## config.mk

```make
export PLATFORM = sky130hd
export DESIGN_NAME = icache_refill_flat
export DESIGN_NICKNAME = d
export VERILOG_FILES = /design/src/design/icache_pkg.sv /design/src/design/icache_if.sv /design/src/design/icache_refill.sv /design/src/flat_wrapper.sv
export SDC_FILE = /design/constraint.sdc
export NUM_CORES = 1
export LEC_CHECK = 0
export BUFFER_PORTS_ARGS = -buffer_cell sky130_fd_sc_hd__buf_4
export CORE_AREA = 2 2 102 104
export DETAILED_ROUTE_END_ITERATION = 10
export DIE_AREA = 0 0 104 106
export SLEW_MARGIN = 40
export SYNTH_ARGS = -nofsm -noshare
export SYNTH_HDL_FRONTEND = slang
export SYNTH_SLANG_ARGS = --single-unit
```

## constraint.sdc

```tcl
create_clock -name clk -period 3.1 [get_ports clk]
set_input_delay 0.62 -clock clk [delete_from_list [all_inputs] [get_ports clk]]
set_output_delay 0.62 -clock clk [all_outputs]
set_load 0.05 [all_outputs]
```

## src/design/icache_pkg.sv

```systemverilog
package icache_pkg;

	localparam int ADDR_BITS = 64;
	localparam int WORD_BITS = 64;

	typedef logic [ADDR_BITS-1:0] addr_t; // byte address
	typedef logic [WORD_BITS-1:0] word_t; // fetch word and memory beat
	typedef logic way_t;
	typedef logic [1:0] beat_t; // beat in line, also word select

	// line geometry, 32 byte lines of four 64-bit words
	localparam int OFFSET_BITS = 5;
	localparam int WORD_OFFSET_BITS = 3; // byte within a word
	localparam int BEATS_PER_LINE = 4;

	typedef enum logic [1:0] {
		S_IDLE,
		S_LOOKUP,
		S_REFILL
	} cache_state_e;

endpackage
```

## src/design/icache_if.sv

```systemverilog


interface icache_fill_if;
	logic start;
	icache_pkg::addr_t line_addr;
	icache_pkg::way_t fill_way;

	logic beat_valid;
	icache_pkg::beat_t beat_idx;
	icache_pkg::word_t beat_data;
	logic done;

	modport ctrl (output start, line_addr, fill_way, input done);
	modport refill (input start, line_addr, output beat_valid, beat_idx, beat_data, done);
	modport data (input fill_way, beat_valid, beat_idx, beat_data);

endinterface

```

## src/design/icache_refill.sv

```systemverilog
`timescale 1ns/100ps

module icache_refill (
	input logic clk,
	input logic rst_n,
	icache_fill_if.refill fill,
	output icache_pkg::addr_t mem_req_addr,
	output logic mem_req_valid,
	input icache_pkg::word_t mem_data_read,
	input logic mem_ready,
	input logic mem_done
);

	localparam icache_pkg::beat_t LAST_BEAT = icache_pkg::beat_t'(icache_pkg::BEATS_PER_LINE - 1);

	logic busy;
	icache_pkg::beat_t beat_cnt;
	logic beat_in;
	logic last_beat;

	assign beat_in = busy && mem_ready;
	// mem_done ends the burst, the count covers a missing done
	assign last_beat = mem_done || (beat_cnt == LAST_BEAT);

	// beats go straight into the array on the edge they arrive
	assign fill.beat_valid = beat_in;
	assign fill.beat_idx = beat_cnt;
	assign fill.beat_data = mem_data_read;

	always_ff @(posedge clk) begin
		if (fill.start)
			mem_req_addr <= {fill.line_addr[icache_pkg::ADDR_BITS-1:icache_pkg::OFFSET_BITS],
				{icache_pkg::OFFSET_BITS{1'b0}}};
	end

	always_ff @(posedge clk) begin
		if (!rst_n) begin
			busy <= 1'b0;
			beat_cnt <= '0;
			mem_req_valid <= 1'b0;
			fill.done <= 1'b0;
		end else begin
			fill.done <= 1'b0;
			if (fill.start) begin
				busy <= 1'b1;
				beat_cnt <= '0;
				mem_req_valid <= 1'b1;
			end else if (beat_in) begin
				mem_req_valid <= 1'b0; // request taken with the first beat
				beat_cnt <= beat_cnt + 1'b1;
				if (last_beat) begin
					busy <= 1'b0;
					fill.done <= 1'b1;
				end
			end
		end
	end

endmodule

```

## src/flat_wrapper.sv

```systemverilog
// flat-port wrapper written by rule: the top's interface ports become plain ports
module icache_refill_flat 
  (clk, rst_n, mem_req_addr, mem_req_valid, mem_data_read, mem_ready, mem_done, fill_start, fill_line_addr, fill_beat_valid, fill_beat_idx, fill_beat_data, fill_done);
  icache_fill_if fill_i ();
  input logic clk;
  input logic rst_n;
  output icache_pkg::addr_t mem_req_addr;
  output logic mem_req_valid;
  input icache_pkg::word_t mem_data_read;
  input logic mem_ready;
  input logic mem_done;
  input wire logic [$bits(fill_i.start)-1:0] fill_start;
  input wire logic [$bits(fill_i.line_addr)-1:0] fill_line_addr;
  output wire logic [$bits(fill_i.beat_valid)-1:0] fill_beat_valid;
  output wire logic [$bits(fill_i.beat_idx)-1:0] fill_beat_idx;
  output wire logic [$bits(fill_i.beat_data)-1:0] fill_beat_data;
  output wire logic [$bits(fill_i.done)-1:0] fill_done;
  assign fill_i.start = fill_start;
  assign fill_i.line_addr = fill_line_addr;
  assign fill_beat_valid = fill_i.beat_valid;
  assign fill_beat_idx = fill_i.beat_idx;
  assign fill_beat_data = fill_i.beat_data;
  assign fill_done = fill_i.done;
  icache_refill u_core (.clk(clk), .rst_n(rst_n), .fill(fill_i), .mem_req_addr(mem_req_addr), .mem_req_valid(mem_req_valid), .mem_data_read(mem_data_read), .mem_ready(mem_ready), .mem_done(mem_done));
endmodule
```

Word-level counts from Yosys, hierarchy flattened
Index checks and enable logic that the tools add are counted.
Widths: inputs -> output; s select.
{"block": "totals", "ff_bits": 64, "in_bits": 133, "out_inout_bits": 133, "elab_cells": 22}
{"block": "classes", "add_sub_neg": 1, "n_eq_ne": 1, "n_mux": 6, "bitwise_logic": 2, "n_reduce_logical": 7}
{"operator": "$mux 1", "n": 6}
{"operator": "$reduce_bool 2->1", "n": 2}
{"operator": "$reduce_or 3->1", "n": 1}
{"operator": "$add 2x1->2 const B", "n": 1}
{"operator": "$eq 2x2->1 const B", "n": 1}
{"operator": "$not 1->1", "n": 2}
{"operator": "$reduce_and 2->1", "n": 1}
{"operator": "$reduce_or 2->1", "n": 1}
{"operator": "$logic_and 1x1->1", "n": 1}
{"operator": "$logic_or 1x1->1", "n": 1}

Longest topological paths before layout
Gate-level depths: netlist of run 1.
{"block": "logic_depth", "word_depth": 5, "ltp_mapped": 3, "depth_no_buf": 3}

Worst setup path before layout of run 1
Ideal clock, no wire load.
{"block": "synth_timing", "path_kind": "input to output", "startpoint": "in mem_ready", "endpoint": "out fill_beat_valid", "arrival_time_ps": 837, "required_time_ps": 2480, "slack_ps": 1643, "stages": 1, "path_buffers": 0, "cell_sequence": "and2_4"}
{"block": "synth_via", "elab_chain_cells": 1}
{"item": "start: declaration", "line": "flat_wrapper.sv:10", "text": "input logic mem_ready;"}
{"item": "$logic_and 1x1->1", "line": "icache_refill.sv:21", "text": "assign beat_in = busy && mem_ready;"}
{"item": "end: declaration", "line": "flat_wrapper.sv:14", "text": "output wire logic [$bits(fill_i.beat_valid)-1:0] fill_beat_valid;"}
No other way between the ends.

Worst setup path after layout of run 1
{"block": "layout_timing", "startpoint": "reg u_core.busy", "endpoint": "out fill_beat_valid"}
{"block": "layout_via", "elab_chain_cells": 1}
{"item": "start: declaration", "line": "icache_refill.sv:16", "text": "logic busy;"}
{"item": "start signal: assignment", "line": "icache_refill.sv:38", "text": "busy <= 1'b0;"}
{"item": "start signal: assignment", "line": "icache_refill.sv:45", "text": "busy <= 1'b1;"}
{"item": "start signal: assignment", "line": "icache_refill.sv:52", "text": "busy <= 1'b0;"}
{"item": "$logic_and 1x1->1", "line": "icache_refill.sv:21"}
No other way between the ends.

==> metrics, run 1 <==
post-route cell area between 0.003 and 0.004 mm2; Max Cap Viol 0; ANT nets after route 0; sequential area share after synthesis roughly 75%; startpoint types register; cells on worst reg2reg path 3; Nets around 360; Placer Congestion 0.679; WL final between 5000 and 6000 um; commonest non-fill, non-tap cell in the layout buf_4; P_leak roughly 0.0014 uW; largest net degree at the start of global routing 64; final clock period utilization by the worst path 56.7%; CP required 2.48 ns; # resized after CTS 0; initial core utilization 25.1%; Fin. Hold Viols 0; highest clock rate around 570 MHz; RSZ-0062 raised after global routing no; internal power around 1500 uW; Vias/cell around 4; initial antenna violation count 0; peak supply drop roughly 190 uV; combinational share of power 19.7%; Most Used Layer, Global Route met2; Max-slew headroom a little under half; Reg power frac about half; Hold Crit Class input port to register; vias around 1,400; main combinational cell family by area after synthesis buffers and inverters; async set-reset flop share out of synthesis 0%; final setup TNS 0 ns; TritonCTS Buffers 9; Final HPWL DP ~4200 um; FP Rows 37; fraction of layout cells with a size suffix above 1 ~64%; crit path max fanout 7; vias in the first global route roughly 1,300; post-synthesis xor/xnor area fraction 0%; grt met1 use a little over 8%; NetSw about 630 uW; Hold-fix buffers, CTS 0; syn_area_per_cell ~17 um2; WHS Path Cells 1; 1st-iter DRT viols 62; met2 GRT Util ~15%; Synth Area in Compound Gates around 2.2%; Area contributors post-synth edfxtp_1 71%, buf_4 21%, dfxtp_1 4.0%; status finished, final reports clean; DRC 0; Cell variety after synth 18; Root Driver clkbuf_8; mux cell area share after synthesis 0%; Setup CP Type register to primary output; Skew-Pair Late Insertion Delay ~0.33 ns; # Post-CTS Setup Buffers 0; die width ~100 um; # IOs 266; Layout Area Growth over Synthesis 32.5%; Min Clock Period, post-route roughly 1.8 ns; CTS tree yes; measured slew at the worst slew-check pin 0.782 ns; Synth Area in Adders less than 1%; die height between 100 and 150 um; skew final approximately 0.00045 ns; CTS HTree Levels 3; Ys Warns 0; Crit. End Element primary output; Die ar. 0.0110 mm2; pwr dens roughly 650 mW/mm2; Clk pwr share between 30% and 40%; Top FF cell, synth edfxtp_1; tightest hold margin approximately 0.46 ns; Placement Cell Area approximately 0.0031 mm2; register bit total from synthesis 64; EDFF count, synth 59; GR Util met3 under 10%; Clock transition at path regs around 0.08 ns; Sink Count 64; worst slack, placed 1.39 ns; Final Worst Setup Slack 1.34 ns; Wirelength per Cell 15.5 um; Core Region roughly 0.010 mm2; Synth Area in Simple Gates under 10%; switching share of power between 20% and 30%; Port Buf Inserts between 100 and 150; # diodes 0; share of the synthesized area in the top cell type about 70%; first-pass GRT wire length slightly below 8000 um; CTS max path bufs 2; # setup viols final 0; fin. max-slew vios 0; total gr overflow 0; WP data arrival between 1 and 1.5 ns; Mapped Area about 0.0025 mm2; area leader, netlist edfxtp_1; gate count after technology mapping 150; first drt pass iteration count 4; gr usage total around 9.8%; Power, Total around 2100 uW; fillers just over 1,000; most frequent cells in the layout 127 x buf_4, 59 x edfxtp_1, 9 x clkbuf_8
[metrics by stage]
step                util (%)  cells
global route            33.2    364
finish                  33.2    364
CTS                     33.2    364
floorplan                  -    154
detailed placement      31.3    348
global placement        31.3    348
[registers in the layout (all words and copies together), names as in the netlist]
register and count:
u_core.mem_req_addr 59, u_core.fill.beat_idx 2, u_core.busy 1, u_core.fill.done 1, u_core.mem_req_valid 1
[logic make-up after synthesis]
kind of cell | after synthesis
adder cells (fa/ha/maj) | 1
AO/OA/AOI/OAI | 8
flip-flops | 64
AND/OR/NAND/NOR | 6
other | 1
buffers and inverters | 70
[layout make-up]
cell class	count	area (um2)	share of cell area, %
timing repair buffer	127	953	28.7
clock buffer	9	124	3.73
inverter	1	3.75	0.113
multi-input combinational	20	130	3.91
sequential	64	1870	56.3
tap	136	170	5.12
clock inverter	7	71.3	2.15
[synthesized netlist by cell type, types with 2 or more instances]
cell      instances
a21bo_2           2
dfxtp_1           5
edfxtp_1         59
a21oi_1           2
buf_4            69
[power by group through the flow]
stage | logic, uW | registers (uW) | clock network, uW
global placement | 423 | 1050 | 0
CTS | 426 | 1030 | 726
detailed placement | 425 | 1050 | 0
global route | 436 | 1040 | 755
finish | 423 | 1030 | 693
floorplan | 249 | 1280 | 0
[critical path: stages, from the launching register on]
cell and delay, ns:
dfxtp_1 0.43, and2_4 0.18, buf_4 0.19
[metal layers]
metal | share of wire [%] | wire [um]
met3 | 16 | 886
met4 | 7.1 | 403
met1 | 31 | 1730
met2 | 46 | 2610
met5 | 0 | 0
[worst paths after layout]
path	from	end	slack, ns
setup / recovery	u_core.busy	fill_beat_valid	1.34
hold / removal	fill_line_addr[51]	u_core.mem_req_addr[51]	0.46
setup reg to reg	u_core.fill.beat_idx[0]	u_core.fill.done	1.98
hold reg to reg	u_core.busy	u_core.fill.beat_idx[1]	0.56
(Power assumes the default switching activity.)
==> inputs of run 2 (changes only) <==
CORE_AREA = 2 2 105 107   (was 2 2 102 104)
DIE_AREA = 0 0 107 109   (was 0 0 104 106)
clock period = 1.7 ns   (was 3.1 ns; I/O delays follow)
==> run 2 against run 1 <==
Global-route usage grew 0.13 points. Cell area grew 2.2%. Power grew 95%. Clock skew grew 0.0063 ns. Combinational power grew 84%. Critical endpoint unchanged. Largest power group unchanged. Highest routed layer unchanged.
==> metrics, run 2 (synthesis results as in run 1) <==
Endpoint, Worst Hold u_core.mem_req_addr[13] (was u_core.mem_req_addr[51]); CP startpoint u_core.busy (unchanged); Placer Congestion 0.711 (was 0.679); Max Cap Viol 0 (unchanged); Slowest cell on crit path dfxtp_1 (unchanged); ANT nets after route 0 (unchanged); final setup TNS 0 ns (unchanged); final clock period utilization by the worst path 86.5%; CTS max path bufs 2 (unchanged); Crit. End Element primary output (unchanged); commonest non-fill, non-tap cell in the layout buf_4 (unchanged); 1st-iter DRT viols 34 (was 62); TritonCTS Buffers 9 (unchanged); status finished, final reports clean (unchanged); # IOs 266 (unchanged); Util after Layout 32.0% (was 33.2%); # Post-CTS Setup Buffers 0 (unchanged); # setup viols final 0 (unchanged); worst r2r src u_core.fill.beat_idx[0] (unchanged); worst min-delay path startpoint fill_line_addr[13] (was fill_line_addr[51]); first-pass GRT wire length 7810 um (was 7750 um); P_leak 0.00143 uW (was 0.00139 uW); Final HPWL DP 4850 um (was 4230 um); die width 107 um (was 104 um); # diodes 0 (unchanged); Fin. Hold Viols 0 (unchanged); Nets 359 (was 357); fillers 1,038 (was 1,010); Skew-Pair Late Insertion Delay 0.33 ns (about the same); Worst R2R End u_core.fill.done (unchanged); CTS HTree Levels 3 (unchanged); WL final 6000 um (was 5640 um); vias in the first global route 1,286 (was 1,341); Core Region 0.0106 mm2 (was 0.0100 mm2); WP data arrival 1.13 ns (was 1.14 ns); crit path max fanout 7 (unchanged); Sink Count 64 (unchanged); RSZ-0062 raised after global routing no (unchanged); largest net degree at the start of global routing 37 (was 64); most frequent cells in the layout 128 x buf_4, 59 x edfxtp_1, 9 x clkbuf_8 (was 127 x buf_4, 59 x edfxtp_1, 9 x clkbuf_8); initial antenna violation count 0 (unchanged); total gr overflow 0 (unchanged); Power, Total 4180 uW (was 2150 uW); peak supply drop 513 uV (was 192 uV); Root Driver clkbuf_8 (unchanged); pwr dens 1230 mW/mm2 (was 647 mW/mm2); Min Clock Period, post-route roughly 1.5 ns; fin. max-slew vios 0 (unchanged); Vias/cell 3.73 (was 3.91); die height 109 um (was 106 um); first drt pass iteration count 4 (unchanged); Layout Area Growth over Synthesis 35.4% (was 32.5%); CP required 1.36 ns (was 2.48 ns); fraction of layout cells with a size suffix above 1 63.9% (was 64.0%); CP max stage delay 0.43 ns (about the same); cells on worst reg2reg path 3 (unchanged); Biggest register u_core.mem_req_addr (unchanged); highest clock rate 680 MHz; gr usage total 9.88% (was 9.75%); Cell Chain, Critical Path and2_4 -> buf_4 (unchanged); r2r setup slk 0.57 ns (was 1.98 ns); DRC 0 (unchanged); FP Rows 38 (was 37); Hold-fix buffers, CTS 0 (unchanged); CTS tree yes (unchanged); Setup CP Type register to primary output (unchanged); startpoint types register (unchanged); # resized after CTS 0 (unchanged); skew final 0.00673 ns (was 0.000450 ns); Clock transition at path regs 0.07 ns (was 0.08 ns); Largest register FFs 59 (unchanged); Port Buf Inserts 127 (unchanged); Die ar. 0.0117 mm2 (was 0.0110 mm2); Hold Crit Class input port to register (unchanged); initial core utilization 23.7% (was 25.1%); vias 1,381 (was 1,423); WHS Path Cells 1 (unchanged); Wirelength per Cell 16.2 um (was 15.5 um)
## run 2: metrics by stage
| step | setup WS (ns) | instance area [um2] | hold WS [ns] | instances |
|---|---|---|---|---|
| 4_1_cts | 0.204 | 3400 | 0.147 | 370 |
| 3_5_place_dp | 0.542 | 3160 | 0.519 | 354 |
| 2_1_floorplan | 0.372 | 2520 | 0.439 | 154 |
| 3_3_place_gp | 0.551 | 3160 | 0.519 | 354 |
| 5_1_grt | 0.153 | 3400 | 0.146 | 370 |
| 6_report | 0.229 | 3400 | 0.178 | 370 |
## run 2: worst max-delay path by stage
stage	to	slack (ns)	depth (start not counted)
finish	fill_beat_valid	0.23	2
global route	fill_beat_valid	0.15	2
CTS	fill_beat_valid	0.20	2
detailed placement	u_core.fill.done	0.54	4
global placement	fill_beat_valid	0.55	3
floorplan	u_core.fill.done	0.37	3
## run 2: layout make-up
type	count	area (um2)	share of cell area, %
Clock buffer	10	128	3.76
Clock inverter	6	108	3.17
Inverter	1	3.75	0.110
Multi-Input combinational cell	20	130	3.83
Sequential cell	64	1870	55.1
Tap cell	140	175	5.16
Timing Repair Buffer	129	981	28.9
## run 2: per-layer routing
layer	global-route usage [%]	share of wire (%)
met2	16.7	51
met4	8.35	4.8
met3	6.28	15
met5	0	0
met1	8.01	29
## run 2: worst max-delay path, delay by kind of cell (launching register included)
kind	cells	cell delay [ns]
buffers and inverters	1	0.19
DFF	1	0.43
and+or+nand+nor	1	0.18
## run 2: power by group
part | total [uW] | switching [uW] | internal, uW
sequential | 1890 | 35.3 | 1850
clock | 1520 | 547 | 969
combinational | 779 | 534 | 245
