<file path="config.mk">
export PLATFORM = sky130hd
export DESIGN_NAME = icache_ctrl_flat
export DESIGN_NICKNAME = d
export VERILOG_FILES = /design/src/design/icache_pkg.sv /design/src/design/icache_if.sv /design/src/design/icache_ctrl.sv /design/src/flat_wrapper.sv
export SDC_FILE = /design/constraint.sdc
export NUM_CORES = 1
export LEC_CHECK = 0
export ABC_AREA = 1
export BUFFER_PORTS_ARGS = -buffer_cell sky130_fd_sc_hd__buf_2
export CORE_AREA = 2 2 128 130
export DETAILED_ROUTE_END_ITERATION = 16
export DIE_AREA = 0 0 130 132
export GPL_ROUTABILITY_DRIVEN = 0
export PLACE_DENSITY = 0.69
export SLEW_MARGIN = 20
export SYNTH_ARGS = -nofsm -noshare
export SYNTH_HDL_FRONTEND = slang
export SYNTH_SLANG_ARGS = --single-unit
</file>
<file path="constraint.sdc">
create_clock -name clk -period 7.31 [get_ports clk]
set_input_delay 2.193 -clock clk [delete_from_list [all_inputs] [get_ports clk]]
set_output_delay 2.193 -clock clk [all_outputs]
set_load 0.005 [all_outputs]
</file>
<file path="src/design/icache_pkg.sv">
package icache_pkg;

	localparam int ADDR_BITS = 64;
	localparam int WORD_BITS = 64;

	typedef logic [ADDR_BITS-1:0] addr_t; // byte address
	typedef logic [WORD_BITS-1:0] word_t; // fetch word and memory beat
	typedef logic way_t;
	typedef logic [1:0] beat_t; // beat in line, also word select

	// line geometry, 32 byte lines of four 64-bit words
	localparam int OFFSET_BITS = 5;
	localparam int WORD_OFFSET_BITS = 3; // byte within a word
	localparam int BEATS_PER_LINE = 4;

	typedef enum logic [1:0] {
		S_IDLE,
		S_LOOKUP,
		S_REFILL
	} cache_state_e;

endpackage
</file>
<file path="src/design/icache_if.sv">
`timescale 1ns/100ps

interface icache_lookup_if #(
	parameter int NUM_SETS = 64
);
	localparam int INDEX_BITS = $clog2(NUM_SETS);
	localparam int TAG_BITS = icache_pkg::ADDR_BITS - icache_pkg::OFFSET_BITS - INDEX_BITS;

	logic [INDEX_BITS-1:0] index;
	logic [TAG_BITS-1:0] tag;
	icache_pkg::beat_t word_sel;
	logic lookup_en;
	logic fill_commit; // tag and valid write of the refilled way

	logic hit;
	icache_pkg::way_t hit_way;
	icache_pkg::way_t victim_way;
	icache_pkg::word_t rd_data; // word of hit_way at word_sel

	modport ctrl (
		output index, tag, word_sel, lookup_en, fill_commit,
		input hit, hit_way, victim_way, rd_data
	);

	modport tags (
		input index, tag, lookup_en, fill_commit,
		output hit, hit_way, victim_way
	);

	modport data (
		input index, word_sel, hit_way,
		output rd_data
	);

endinterface

interface icache_fill_if;
	logic start;
	icache_pkg::addr_t line_addr;
	icache_pkg::way_t fill_way;

	logic beat_valid;
	icache_pkg::beat_t beat_idx;
	icache_pkg::word_t beat_data;
	logic done;

	modport ctrl (output start, line_addr, fill_way, input done);
	modport refill (input start, line_addr, output beat_valid, beat_idx, beat_data, done);
	modport data (input fill_way, beat_valid, beat_idx, beat_data);

endinterface

</file>
<file path="src/design/icache_ctrl.sv">
`timescale 1ns/100ps

module icache_ctrl #(
	parameter int NUM_SETS = 64
) (
	input logic clk,
	input logic rst_n,
	input icache_pkg::addr_t cpu_req_addr,
	input logic cpu_req_valid,
	output icache_pkg::word_t cpu_data_read,
	output logic cpu_ready,
	icache_lookup_if.ctrl lookup,
	icache_fill_if.ctrl fill
);

	localparam int INDEX_BITS = $clog2(NUM_SETS);
	localparam int TAG_LSB = icache_pkg::OFFSET_BITS + INDEX_BITS;

	icache_pkg::cache_state_e state;
	icache_pkg::cache_state_e next_state;
	icache_pkg::addr_t req_addr; // request held for lookup and refill
	icache_pkg::way_t fill_way_q;
	logic req_take;
	logic miss;

	// in the response cycle the core still shows the old request
	assign req_take = cpu_req_valid && !cpu_ready;
	assign miss = (state == icache_pkg::S_LOOKUP) && !lookup.hit;

	assign lookup.index = req_addr[icache_pkg::OFFSET_BITS +: INDEX_BITS];
	assign lookup.tag = req_addr[icache_pkg::ADDR_BITS-1:TAG_LSB];
	assign lookup.word_sel = req_addr[icache_pkg::WORD_OFFSET_BITS +: 2];
	assign lookup.lookup_en = (state == icache_pkg::S_LOOKUP);
	assign lookup.fill_commit = (state == icache_pkg::S_REFILL) && fill.done;

	assign fill.start = miss;
	assign fill.line_addr = {req_addr[icache_pkg::ADDR_BITS-1:icache_pkg::OFFSET_BITS],
		{icache_pkg::OFFSET_BITS{1'b0}}};
	assign fill.fill_way = fill_way_q;

	always_comb begin
		next_state = state;
		case (state)
			icache_pkg::S_IDLE: begin
				if (req_take)
					next_state = icache_pkg::S_LOOKUP;
			end
			icache_pkg::S_LOOKUP: begin
				if (lookup.hit)
					next_state = icache_pkg::S_IDLE;
				else
					next_state = icache_pkg::S_REFILL;
			end
			icache_pkg::S_REFILL: begin
				if (fill.done)
					next_state = icache_pkg::S_LOOKUP; // lookup again, now hits
			end
			default: next_state = icache_pkg::S_IDLE;
		endcase
	end

	always_ff @(posedge clk) begin
		if (!rst_n)
			state <= icache_pkg::S_IDLE;
		else
			state <= next_state;
	end

	always_ff @(posedge clk) begin
		if (state == icache_pkg::S_IDLE && req_take)
			req_addr <= cpu_req_addr;
		if (miss)
			fill_way_q <= lookup.victim_way;
		if (lookup.lookup_en && lookup.hit)
			cpu_data_read <= lookup.rd_data; // holds until the next hit
	end

	always_ff @(posedge clk) begin
		if (!rst_n)
			cpu_ready <= 1'b0;
		else
			cpu_ready <= lookup.lookup_en && lookup.hit;
	end

endmodule

</file>
<file path="src/flat_wrapper.sv">
// flat-port wrapper written by rule: the top's interface ports become plain ports
module icache_ctrl_flat 
#(
	parameter int NUM_SETS = 64
)
  (clk, rst_n, cpu_req_addr, cpu_req_valid, cpu_data_read, cpu_ready, lookup_index, lookup_tag, lookup_word_sel, lookup_lookup_en, lookup_fill_commit, lookup_hit, lookup_hit_way, lookup_victim_way, lookup_rd_data, fill_start, fill_line_addr, fill_fill_way, fill_done);
  icache_lookup_if #(.NUM_SETS(NUM_SETS)) lookup_i ();
  icache_fill_if fill_i ();
  input logic clk;
  input logic rst_n;
  input icache_pkg::addr_t cpu_req_addr;
  input logic cpu_req_valid;
  output icache_pkg::word_t cpu_data_read;
  output logic cpu_ready;
  output wire logic [$bits(lookup_i.index)-1:0] lookup_index;
  output wire logic [$bits(lookup_i.tag)-1:0] lookup_tag;
  output wire logic [$bits(lookup_i.word_sel)-1:0] lookup_word_sel;
  output wire logic [$bits(lookup_i.lookup_en)-1:0] lookup_lookup_en;
  output wire logic [$bits(lookup_i.fill_commit)-1:0] lookup_fill_commit;
  input wire logic [$bits(lookup_i.hit)-1:0] lookup_hit;
  input wire logic [$bits(lookup_i.hit_way)-1:0] lookup_hit_way;
  input wire logic [$bits(lookup_i.victim_way)-1:0] lookup_victim_way;
  input wire logic [$bits(lookup_i.rd_data)-1:0] lookup_rd_data;
  output wire logic [$bits(fill_i.start)-1:0] fill_start;
  output wire logic [$bits(fill_i.line_addr)-1:0] fill_line_addr;
  output wire logic [$bits(fill_i.fill_way)-1:0] fill_fill_way;
  input wire logic [$bits(fill_i.done)-1:0] fill_done;
  assign lookup_index = lookup_i.index;
  assign lookup_tag = lookup_i.tag;
  assign lookup_word_sel = lookup_i.word_sel;
  assign lookup_lookup_en = lookup_i.lookup_en;
  assign lookup_fill_commit = lookup_i.fill_commit;
  assign lookup_i.hit = lookup_hit;
  assign lookup_i.hit_way = lookup_hit_way;
  assign lookup_i.victim_way = lookup_victim_way;
  assign lookup_i.rd_data = lookup_rd_data;
  assign fill_start = fill_i.start;
  assign fill_line_addr = fill_i.line_addr;
  assign fill_fill_way = fill_i.fill_way;
  assign fill_i.done = fill_done;
  icache_ctrl #(.NUM_SETS(NUM_SETS)) u_core (.clk(clk), .rst_n(rst_n), .cpu_req_addr(cpu_req_addr), .cpu_req_valid(cpu_req_valid), .cpu_data_read(cpu_data_read), .cpu_ready(cpu_ready), .lookup(lookup_i), .fill(fill_i));
endmodule
</file>
# Yosys cells after proc, flatten, opt, wreduce, memory -nomap -nowiden
# Index checks and enable logic that the tools add are counted.
totals:
  reg_bits: 132
classes:
  n_eq_ne: 4
  n_mux: 4
  reduce_logical: 9
ops:
  columns: ["cell", "n"]
  rows:
  - ["$mux W2", 3]
  - ["$pmux W2 S3", 1]
  - ["$logic_and A1 B1 Y1", 5]
  - ["$eq A2 B1 Y1 const B", 1]
  - ["$eq A2 B2 Y1 const B", 1]
  - ["$logic_not A1 Y1", 2]
  - ["$logic_not A2 Y1", 1]
  - ["$ne A2 B1 Y1 const B", 1]
  - ["$ne A2 B2 Y1 const B", 1]
  - ["$reduce_and A2 Y1", 1]

# Depth between registers and ports, before layout
# Gate-level depths: netlist (run 1).
logic_depth:
  depth_word: 4
  depth_mapped: 5

# Worst setup path after synthesis (run 1)
# Ideal clock, no wire load.
synth_timing:
  path_type: "input -> register"
  start: "in cpu_req_valid"
  end: "reg u_core.req_addr[10], enable pin"
  setup_ns: 0.555
  arrival_time_ns: 6.395
  required_time_ns: 6.755
  path_slack_ns: 0.360
  stages: 2
  cell_sequence: "nand2_1 > nor3_1"
synth_between:
  elab_chain_cells: 2
synth_rtl:
  columns: ["element", "line_no", "rtl"]
  rows:
  - ["start: declaration", "flat_wrapper.sv:12", "input logic cpu_req_valid;"]
  - ["$logic_and A1 B1 Y1", "icache_ctrl.sv:27", "assign req_take = cpu_req_valid && !cpu_ready;"]
  - ["$logic_and A1 B1 Y1", "icache_ctrl.sv:70", "if (state == icache_pkg::S_IDLE && req_take)"]
  - ["end signal: assignment", "icache_ctrl.sv:71", "req_addr <= cpu_req_addr;"]
  - ["end: declaration", "icache_ctrl.sv:21", "icache_pkg::addr_t req_addr;"]
# Every way passes these cells.
# A chain may end at the register's enable or synchronous reset.

# Worst setup path in the final report (run 1)
layout_timing:
  start: "in lookup_hit"
  end: "out fill_start"
layout_between:
  elab_chain_cells: 2
layout_rtl:
  columns: ["element", "line_no", "rtl"]
  rows:
  - ["start: declaration", "flat_wrapper.sv:20", "input wire logic [$bits(lookup_i.hit)-1:0] lookup_hit;"]
  - ["$logic_not A1 Y1", "icache_ctrl.sv:28", "assign miss = (state == icache_pkg::S_LOOKUP) && !lookup.hit;"]
  - ["$logic_and A1 B1 Y1", "icache_ctrl.sv:28", null]
  - ["end: declaration", "flat_wrapper.sv:24", "output wire logic [$bits(fill_i.start)-1:0] fill_start;"]
# Every way passes these cells.

==> results of run 1 <==
==> worst min-delay path: cells and delay by family (launching register included) <==
kind | cells | cell delay [ns]
AO/OA/AOI/OAI | 1 | 0.07
flip-flops | 1 | 0.34
AND/OR/NAND/NOR | 1 | 0.09
==> kinds of logic after synthesis <==
logic type | Yosys count | share of synthesized area, %
flops | 129 | 86.8
buf+inv | 73 | 11.6
simple gates | 12 | 1.38
compound gates | 1 | 0.113
other cells | 1 | 0.0847
==> worst max-delay path by stage <==
stage,to,cells after the start
after detailed placement,fill_start,5
after CTS,fill_start,5
after global routing,fill_start,5
after floorplan,u_core.req_addr[10],2
after global placement,fill_start,5
final,fill_start,5
==> stage by stage <==
step	std cells	total power, W	util (%)
6_report	725	0.00190	41.3
5_1_grt	725	0.00198	41.3
4_1_cts	725	0.00192	41.3
3_5_place_dp	693	0.00102	37.3
3_3_place_gp	693	0.00101	37.3
2_1_floorplan	220	0.000948	-
==> routing by layer <==
layer	part of all wire, %	GRT usage (%)
met2	50	22.7
met4	3.3	7.77
met5	0.29	0
met1	33	12.6
met3	13	8.08
==> power by group through the flow <==
stage	Combinational, W	Sequential [W]	Clock (W)
floorplan	0.0000514	0.000897	0
global placement	0.000125	0.000888	0
detailed placement	0.000128	0.000890	0
CTS	0.000128	0.000874	0.000922
global route	0.000139	0.000878	0.000958
finish	0.000125	0.000874	0.000898
==> state kept, by name, indices dropped and copies added (netlist names) <==
name / flops
u_core.req_addr: 61
u_core.state: 2
u_core.cpu_data_read: 64
u_core.fill.fill_way: 1
u_core.cpu_ready: 1
==> synthesized netlist by cell type <==
library cell  count
edfxtp_1        126
buf_4            64
inv_1             9
nand2_1           4
dfxtp_1           3
nor2_1            3
nor3_1            2
a21oi_1           1
conb_1            1
nand3_1           1
nand3_2           1
nor3_2            1
==> final cells by class <==
type                    count  area [sq um]
clock buffers              18           429
clock inverters            14           201
fillers                  1447          9230
inverters                   9          33.8
multi-input cells          18          97.6
flip-flops and latches    129          3840
well taps                 216           270
repair buffers            321          1610
==> out/metrics.yaml, run 1 <==
cts-root-buf: "clkbuf_16"
min_to: "u_core.state[1]"
grt_pass1_wl_microns: 16900
grt_overflow: 0
finalSetupViolCount: 0
first_global_vias: 3185
synth.distinct_cells: 12
ir_worst_vdd_mv: 0.175
cts.path.max_buffers: 2
post_cts_buffers: 0
fp-row-count: 46
status: "finished clean"
grt_max_degree: 65
drive_above_1_share_pct: 69.9
critPathMaxFanout: 3
r2r-end: "u_core.cpu_data_read[46]"
io_pins: 329
ant_nets: 0
required_ns: 5.12
crit_path_start: "lookup_hit"
hp-start: "u_core.state[1]"
intPower_w: 0.00150
cp-start-kind: "primary input"
cap_violations: 0
skew_ns: 0.00796
hold_depth: 2
cts_tree: "yes"
fp.dieW_microns: 130
fin_ws_ns: 2.35
via_per_inst: 3.94
h-tree-depth: 4
synth_area_sq_um: 4430
initial_utilization_pct: 28.2
first_pass_iters: 4
cts_sinks: 129
r2r_setup_slack_ns: 5.56
seqPwrFrac_pct: 46.1
finalCritPeriodShare_pct: 67.8
core_area_sq_um: 15700
drc: 0
cts_resized: 0
slowest_stage: "inv_1"
yosys_warnings: 0
num_vias: 2854
worstPathArrival_ns: 2.76
regToRegStartpoint: "u_core.state[1]"
final_common_cell: "buf_2"
wire_per_inst_microns: 15.9
worst-r2r-cell-count: 4
p_per_area_nw_per_um2: 292
layout.nets: 631
drv_slew: 0
ys_seq_elements: 129
cpPeakStageDelay_ns: 0.14
antenna_found_initial: 2
synth.largest_area_cell: "edfxtp_1"
path_clk_slew_ns: 0.06
io_buffers: 319
final_cell_mix: "buf_2, edfxtp_1, clkbuf_16"
swShare_pct: 21.2
final_area_sq_um: 6490
finalCriticalPeriod_ns: 4.96
p_sw_w: 0.000401
routed_wl_microns: 11500
setup_tns_ns: 0
path_cells: "buf_2 > inv_1 > nand3_1 > inv_1 > buf_2"
clockPowerShare_pct: 47.3
design.die.area_sq_um: 17200
rsz0062_at_grt: "no"
holdBufCountCts: 0
hold_viol_final: 0
yosys-top-cells-area: "edfxtp_1, buf_4, dfxtp_1"
cp-end-kind: "output pin"
synthDominantCellAreaShare_pct: 85.4
slew_headroom_pct: 48.5
track_usage_pct: 13.6
fp.dieH_microns: 132
fin_hold_ws_ns: 0.551
cts_made_buffers: 17
p_leak_nw: 2.87
place_ws_ns: 2.36
cp_top_family: "buffers and inverters"
post_dp_cell_area_sq_um: 5860
clkLatencyLatePin_ns: 0.41
syn_avg_cell_area_sq_um: 20.5
timing_worst_slew_pin_value_ns: 0.772
syn2layout_area_growth_pct: 46.5
dpl.hpwl_microns: 9070
path_class: "primary input to output pin"
max_clock_freq_mhz: 202
yosysSeqAreaShare_pct: 86.8
pwr-share-comb_pct: 6.6
antenna_cells: 0
min_path_type: "register to register"
netlist_instances: 216
drt-initial-drc-count: 126
worst-path-buf-inv: 4
No activity file was read; power rests on OpenSTA's default activity.
==> run 2, diff against run 1 <==
clock period = 4 ns   (was 7.31 ns; I/O delays follow)
==> run 2 against run 1 <==
Hold slack better by 0.0048 ns. Critical path type unchanged. Critical path depth is the same. Power increased by 83%. Count of clock-buffer cells in the layout increased by 3. Combinational power increased by 82%. Routed wire length down 1.6%. Sequential cell count unchanged. First-iteration DRC count rose by 4.8%. Worst setup slack worse by 1.3 ns.
==> out/metrics.yaml, run 2 (synthesis gave the netlist of run 1 again) <==
min_path_type: "register to register"  # unchanged
holdBufCountCts: 0  # unchanged
grt_overflow: 0  # unchanged
critPathMaxFanout: 3  # unchanged
cts.path.max_buffers: 2  # unchanged
layout.nets: 631  # unchanged
h-tree-depth: 4  # unchanged
path_class: "primary input to output pin"  # unchanged
worstPathArrival_ns: 1.80  # was 2.76 ns
final_util_pct: 41.4  # was 41.3%
ir_worst_vdd_mv: 0.267  # was 0.175 mV
initial_utilization_pct: 28.2  # unchanged
io_buffers: 319  # unchanged
fp.dieH_microns: 132  # unchanged
r2r-end: "u_core.cpu_data_read[22]"  # was u_core.cpu_data_read[46]
required_ns: 2.80  # was 5.12 ns
p_leak_nw: 2.87  # about the same
cap_violations: 0  # unchanged
p_per_area_nw_per_um2: 534  # was 292 nW/um^2
timing_worst_slew_pin_value_ns: 0.794  # was 0.772 ns
fin_ws_ns: 1.00  # was 2.35 ns
drt-initial-drc-count: 132  # was 126
top_register: "u_core.cpu_data_read"  # unchanged
routed_wl_microns: 11400  # was 11,500 microns
fp.dieW_microns: 130  # unchanged
grt_pass1_wl_microns: 16400  # was 16,900 microns
hp-start: "u_core.state[1]"  # unchanged
max_clock_freq_mhz: 334
grt_max_degree: 62  # was 65
top_regs: "u_core.cpu_data_read x64, u_core.req_addr x61, u_core.state x2"  # unchanged
n_fill_cell: 1461  # was 1,447
finalCritPeriodShare_pct: 74.9
ant_nets: 0  # unchanged
largest_reg_flops: 64  # unchanged
skew_ns: 0.00931  # was 0.00796 ns
stdcell_count: 725  # unchanged
core_area_sq_um: 15700  # unchanged
final_common_cell: "buf_2"  # unchanged
setup_tns_ns: 0  # unchanged
io_pins: 329  # unchanged
first_pass_iters: 4  # unchanged
wire_per_inst_microns: 15.7  # was 15.9 microns
drive_above_1_share_pct: 69.7  # was 69.9%
num_vias: 2825  # was 2,854
min_to: "u_core.state[1]"  # unchanged
path_clk_slew_ns: 0.06  # about the same
cts_resized: 0  # unchanged
worst-r2r-cell-count: 3  # was 4
drc: 0  # unchanged
regToRegStartpoint: "u_core.state[0]"  # was u_core.state[1]
drv_slew: 0  # unchanged
cts_sinks: 129  # unchanged
hold_depth: 2  # unchanged
dpl.hpwl_microns: 8930  # was 9070 microns
syn2layout_area_growth_pct: 46.8  # was 46.5%
r2r_setup_slack_ns: 2.01  # was 5.56 ns
first_global_vias: 3018  # was 3,185
rsz0062_at_grt: "no"  # unchanged
fp-row-count: 46  # unchanged
cts_tree: "yes"  # unchanged
post_cts_buffers: 0  # unchanged
cp-end-kind: "output pin"  # unchanged
hold_viol_final: 0  # unchanged
cts-root-buf: "clkbuf_16"  # unchanged
final_cell_mix: "buf_2, edfxtp_1, clkbuf_16"  # unchanged
cp-start-kind: "primary input"  # unchanged
antenna_cells: 0  # unchanged
place_ws_ns: 1.01  # was 2.36 ns
finalCriticalPeriod_ns: 3.00
placed_cells: 693  # unchanged
via_per_inst: 3.90  # was 3.94
status: "finished clean"  # unchanged
finalSetupViolCount: 0  # unchanged
clkLatencyLatePin_ns: 0.40  # was 0.41 ns
cts_made_buffers: 17  # unchanged
design.die.area_sq_um: 17200  # unchanged
slew_headroom_pct: 47.1  # was 48.5%
track_usage_pct: 12.9  # was 13.6%
antenna_found_initial: 0  # was 2
## run 2: routing by layer
layer | vias up | part of all wire (%) | global-route usage (%)
li1 | 1274 | - | -
met1 | 1328 | 35 | 12.4
met2 | 215 | 51 | 22.3
met3 | 8 | 13 | 7.63
met4 | 0 | 1.1 | 5.02
met5 | - | 0 | 0
## run 2: stage by stage
| stage | cell area (sq um) | hold WS (ns) | total power [W] |
|---|---|---|---|
| after global placement | 5860 | 0.532 | 0.00185 |
| after floorplan | 4460 | 0.515 | 0.00173 |
| after CTS | 6500 | 0.559 | 0.00351 |
| after global routing | 6500 | 0.588 | 0.00361 |
| final | 6500 | 0.556 | 0.00347 |
| after detailed placement | 5860 | 0.551 | 0.00186 |
## run 2: cell type report
type                       count  area (sq um)  area share (%)
sequential                   129          3840            59.1
multi-input combinational     18           104            1.60
tap                          216           270            4.16
inverter                       9          33.8           0.520
clock inverter                11           178            2.73
clock buffer                  21           460            7.08
timing repair buffer         321          1610            24.8
## run 2: how the worst max path moves through the flow
stage / endpoint / start / depth (start not counted) / slack [ns]
after floorplan: u_core.cpu_data_read[0] / lookup_hit / 2 / 0.63
after global placement: fill_start / lookup_hit / 5 / 1.02
after detailed placement: fill_start / lookup_hit / 5 / 1.01
after CTS: fill_start / lookup_hit / 5 / 1.01
after global routing: fill_start / lookup_hit / 5 / 0.95
final: fill_start / lookup_hit / 5 / 1.00
## run 2: report_power, final
group	internal, W	switching (W)	total, W
logic	0.000112	0.000116	0.000228
registers	0.00157	0.0000279	0.00160
clock network	0.00108	0.000561	0.00164
## run 2: worst max-delay path: stages
cell and delay, ns:
buf_2 0.11, inv_1 0.13, nand3_1 0.12, inv_1 0.11, buf_2 0.12
==> run 3, diff against run 2 <==
ABC_AREA = 0   (was 1)
CORE_AREA = 2 2 129 131   (was 2 2 128 130)
DIE_AREA = 0 0 131 133   (was 0 0 130 132)
PLACE_DENSITY = 0.66   (was 0.69)
clock period = 2.83 ns   (was 4 ns; I/O delays follow)
==> run 3 against run 2 <==
Count of clock-buffer cells in the layout shrank 3. Combinational power grew 42%. Via count shrank 1.3%. Largest power group is now registers.
==> out/metrics.yaml, run 3 <==
ys.flop_type: "edfxtp_1"  # unchanged
fin_hold_ws_ns: 0.596  # was 0.556 ns
final_area_sq_um: 6470  # was 6500 sq um
h-tree-depth: 4  # unchanged
top_register: "u_core.cpu_data_read"  # unchanged
drive_above_1_share_pct: 71.3  # was 69.7%
hp-start: "u_core.state[1]"  # unchanged
synthMostInstantiatedCell: "edfxtp_1"  # unchanged
cts_made_buffers: 17  # unchanged
drv_slew: 0  # unchanged
seqPwrFrac_pct: 47.4  # was 46.0%
syn2layout_area_growth_pct: 46.6  # was 46.8%
syn_avg_cell_area_sq_um: 21.4  # was 20.5 sq um
status: "finished clean"  # unchanged
skew_ns: 0.00527  # was 0.00931 ns
io_pins: 329  # unchanged
finalCritPeriodShare_pct: 83.3
cp_common_cell: "buf_2"
hold_viol_final: 0  # unchanged
path_clk_slew_ns: 0.06  # about the same
synth.distinct_cells: 15  # was 12
yosysSeqAreaShare_pct: 87.1  # was 86.8%
path_cells: "buf_2 > nor3b_1 > buf_2"  # was buf_2 > inv_1 > nand3_1 > inv_1 > buf_2
track_usage_pct: 12.8  # was 12.9%
ir_worst_vdd_mv: 0.366  # was 0.267 mV
routed_wl_microns: 11500  # was 11,400 microns
cap_violations: 0  # unchanged
intPower_w: 0.00376  # was 0.00276 W
slowest_stage: "nor3b_1"  # was inv_1
first_pass_iters: 4  # unchanged
swShare_pct: 20.9  # was 20.3%
final_common_cell: "buf_2"  # unchanged
synthDominantCellAreaShare_pct: 85.7  # was 85.4%
max_clock_freq_mhz: 424
fp-row-count: 47  # was 46
regToRegStartpoint: "u_core.state[0]"  # unchanged
min_path_type: "register to register"  # unchanged
synth_area_sq_um: 4410  # was 4430 sq um
post_cts_buffers: 0  # unchanged
rsz0062_at_grt: "no"  # unchanged
worstPathArrival_ns: 1.51  # was 1.80 ns
grt_pass1_wl_microns: 16000  # was 16,400 microns
final_cell_mix: "buf_2, edfxtp_1, clkbuf_16"  # unchanged
final_util_pct: 40.0  # was 41.4%
post_dp_cell_area_sq_um: 5880  # was 5860 sq um
design.die.area_sq_um: 17400  # was 17,200 sq um
ant_nets: 0  # unchanged
async_flop_share_pct: 0  # unchanged
core_area_sq_um: 16200  # was 15,700 sq um
layout.nets: 621  # was 631
largest_reg_flops: 64  # unchanged
top_regs: "u_core.cpu_data_read x64, u_core.req_addr x61, u_core.state x2"  # unchanged
finalCriticalPeriod_ns: 2.36
min_to: "u_core.state[0]"  # was u_core.state[1]
clockPowerShare_pct: 45.8  # was 47.4%
fp.dieH_microns: 133  # was 132 microns
cp-end-kind: "output pin"  # unchanged
wire_per_inst_microns: 16.0  # was 15.7 microns
hold_depth: 2  # unchanged
antenna_found_initial: 1  # was 0
synth_edf_count: 126  # unchanged
r2r_setup_slack_ns: 1.37  # was 2.01 ns
cts_resized: 0  # unchanged
cts_sinks: 129  # unchanged
netlist_instances: 206  # was 216
fp.dieW_microns: 131  # was 130 microns
yosys_warnings: 0  # unchanged
cts.path.max_buffers: 2  # unchanged
finalSetupViolCount: 0  # unchanged
initial_utilization_pct: 27.3  # was 28.2%
worst-r2r-cell-count: 3  # unchanged
ys_seq_elements: 129  # unchanged
critPathMaxFanout: 3  # unchanged
cts_tree: "yes"  # unchanged
grt_overflow: 0  # unchanged
synth.largest_area_cell: "edfxtp_1"  # unchanged
num_vias: 2789  # was 2,825
first_global_vias: 2898  # was 3,018
clkLatencyLatePin_ns: 0.40  # about the same
drc: 0  # unchanged
p_sw_w: 0.000993  # was 0.000705 W
cp-start-kind: "primary input"  # unchanged
via_per_inst: 3.88  # was 3.90
path_class: "primary input to output pin"  # unchanged
io_buffers: 319  # unchanged
pwr-share-comb_pct: 6.8  # was 6.6%
yosys-top-cells-area: "edfxtp_1, buf_4, dfxtp_1"  # unchanged
ys_top_cells_by_count: "edfxtp_1, buf_4, dfxtp_1"  # was edfxtp_1, buf_4, inv_1
p_per_area_nw_per_um2: 735  # was 534 nW/um^2
dpl.hpwl_microns: 9000  # was 8930 microns
cpPeakStageDelay_ns: 0.36  # was 0.13 ns
grt_max_degree: 65  # was 62
cts-root-buf: "clkbuf_16"  # unchanged
r2r-end: "u_core.cpu_data_read[37]"  # was u_core.cpu_data_read[22]
holdBufCountCts: 0  # unchanged
required_ns: 1.98  # was 2.80 ns
p_leak_nw: 2.83  # was 2.87 nW
drt-initial-drc-count: 89  # was 132
setup_tns_ns: 0  # unchanged
==> run 3: changes by cell type in the layout (fill, tap and decap cells not counted), moves of 2 or more <==
cell and delta:
nor2_1 -2, buf_12 +2, inv_1 -9, nor3b_1 +2
clkinv_4 +2, clkinv_2 +3, nand2_1 -3, buf_4 -2
clkbuf_8 -2
==> run 3: area by class of cell <==
cell class,instances,area [sq um]
antenna,1,2.50
clock buffer,18,429
clock inverter,13,164
fill,1494,9700
multi-input combinational,17,121
sequential,129,3840
tap,220,275
timing repair buffer,321,1640
==> run 3: power by group through the flow <==
| stage | Clock [W] | Sequential (W) | Combinational [W] |
|---|---|---|---|
| after global routing | 0.00232 | 0.00227 | 0.000361 |
| after global placement | 0 | 0.00229 | 0.000328 |
| after floorplan | 0 | 0.00231 | 0.000131 |
| after CTS | 0.00224 | 0.00226 | 0.000333 |
| final | 0.00218 | 0.00225 | 0.000324 |
| after detailed placement | 0 | 0.00230 | 0.000332 |
==> run 3: critical path: cells and delay by family <==
kind,cells,cell delay [ns]
and+or+nand+nor,1,0.36
buffers and inverters,2,0.30
==> run 3: metrics by stage <==
stage               power, W  instances  setup slack (ns)
CTS                  0.00483        718             0.487
detailed placement   0.00263        687             0.492
finish               0.00476        719             0.471
global route         0.00495        718             0.439
global placement     0.00262        687             0.548
floorplan            0.00244        210            -0.443
==> run 3: logic make-up (layout without fill, tap and decap cells) <==
family,count (synthesis),after routing,synth area share (%)
AOI/OAI and AO/OA,2,2,0.283
other,1,6,0.0850
DFF,129,129,87.1
buffers and inverters,64,352,10.9
and+or+nand+nor,10,10,1.67
==> run 3: worst max-delay path by stage <==
stage | slack [ns] | end | from
2_1_floorplan | -0.44 | u_core.req_addr[10] | cpu_req_valid
3_3_place_gp | 0.55 | fill_start | lookup_hit
3_5_place_dp | 0.49 | fill_start | lookup_hit
4_1_cts | 0.49 | fill_start | lookup_hit
5_1_grt | 0.44 | fill_start | lookup_hit
6_report | 0.47 | fill_start | lookup_hit
==> run 3: per-layer routing <==
layer	vias up	GRT usage [%]	routed length, microns	part of all wire, %
li1	1259	-	-	-
met1	1319	12.0	3830	33
met2	206	21.8	5850	51
met3	5	8.65	1700	15
met4	0	4.79	89	0.78
met5	-	0	0	0
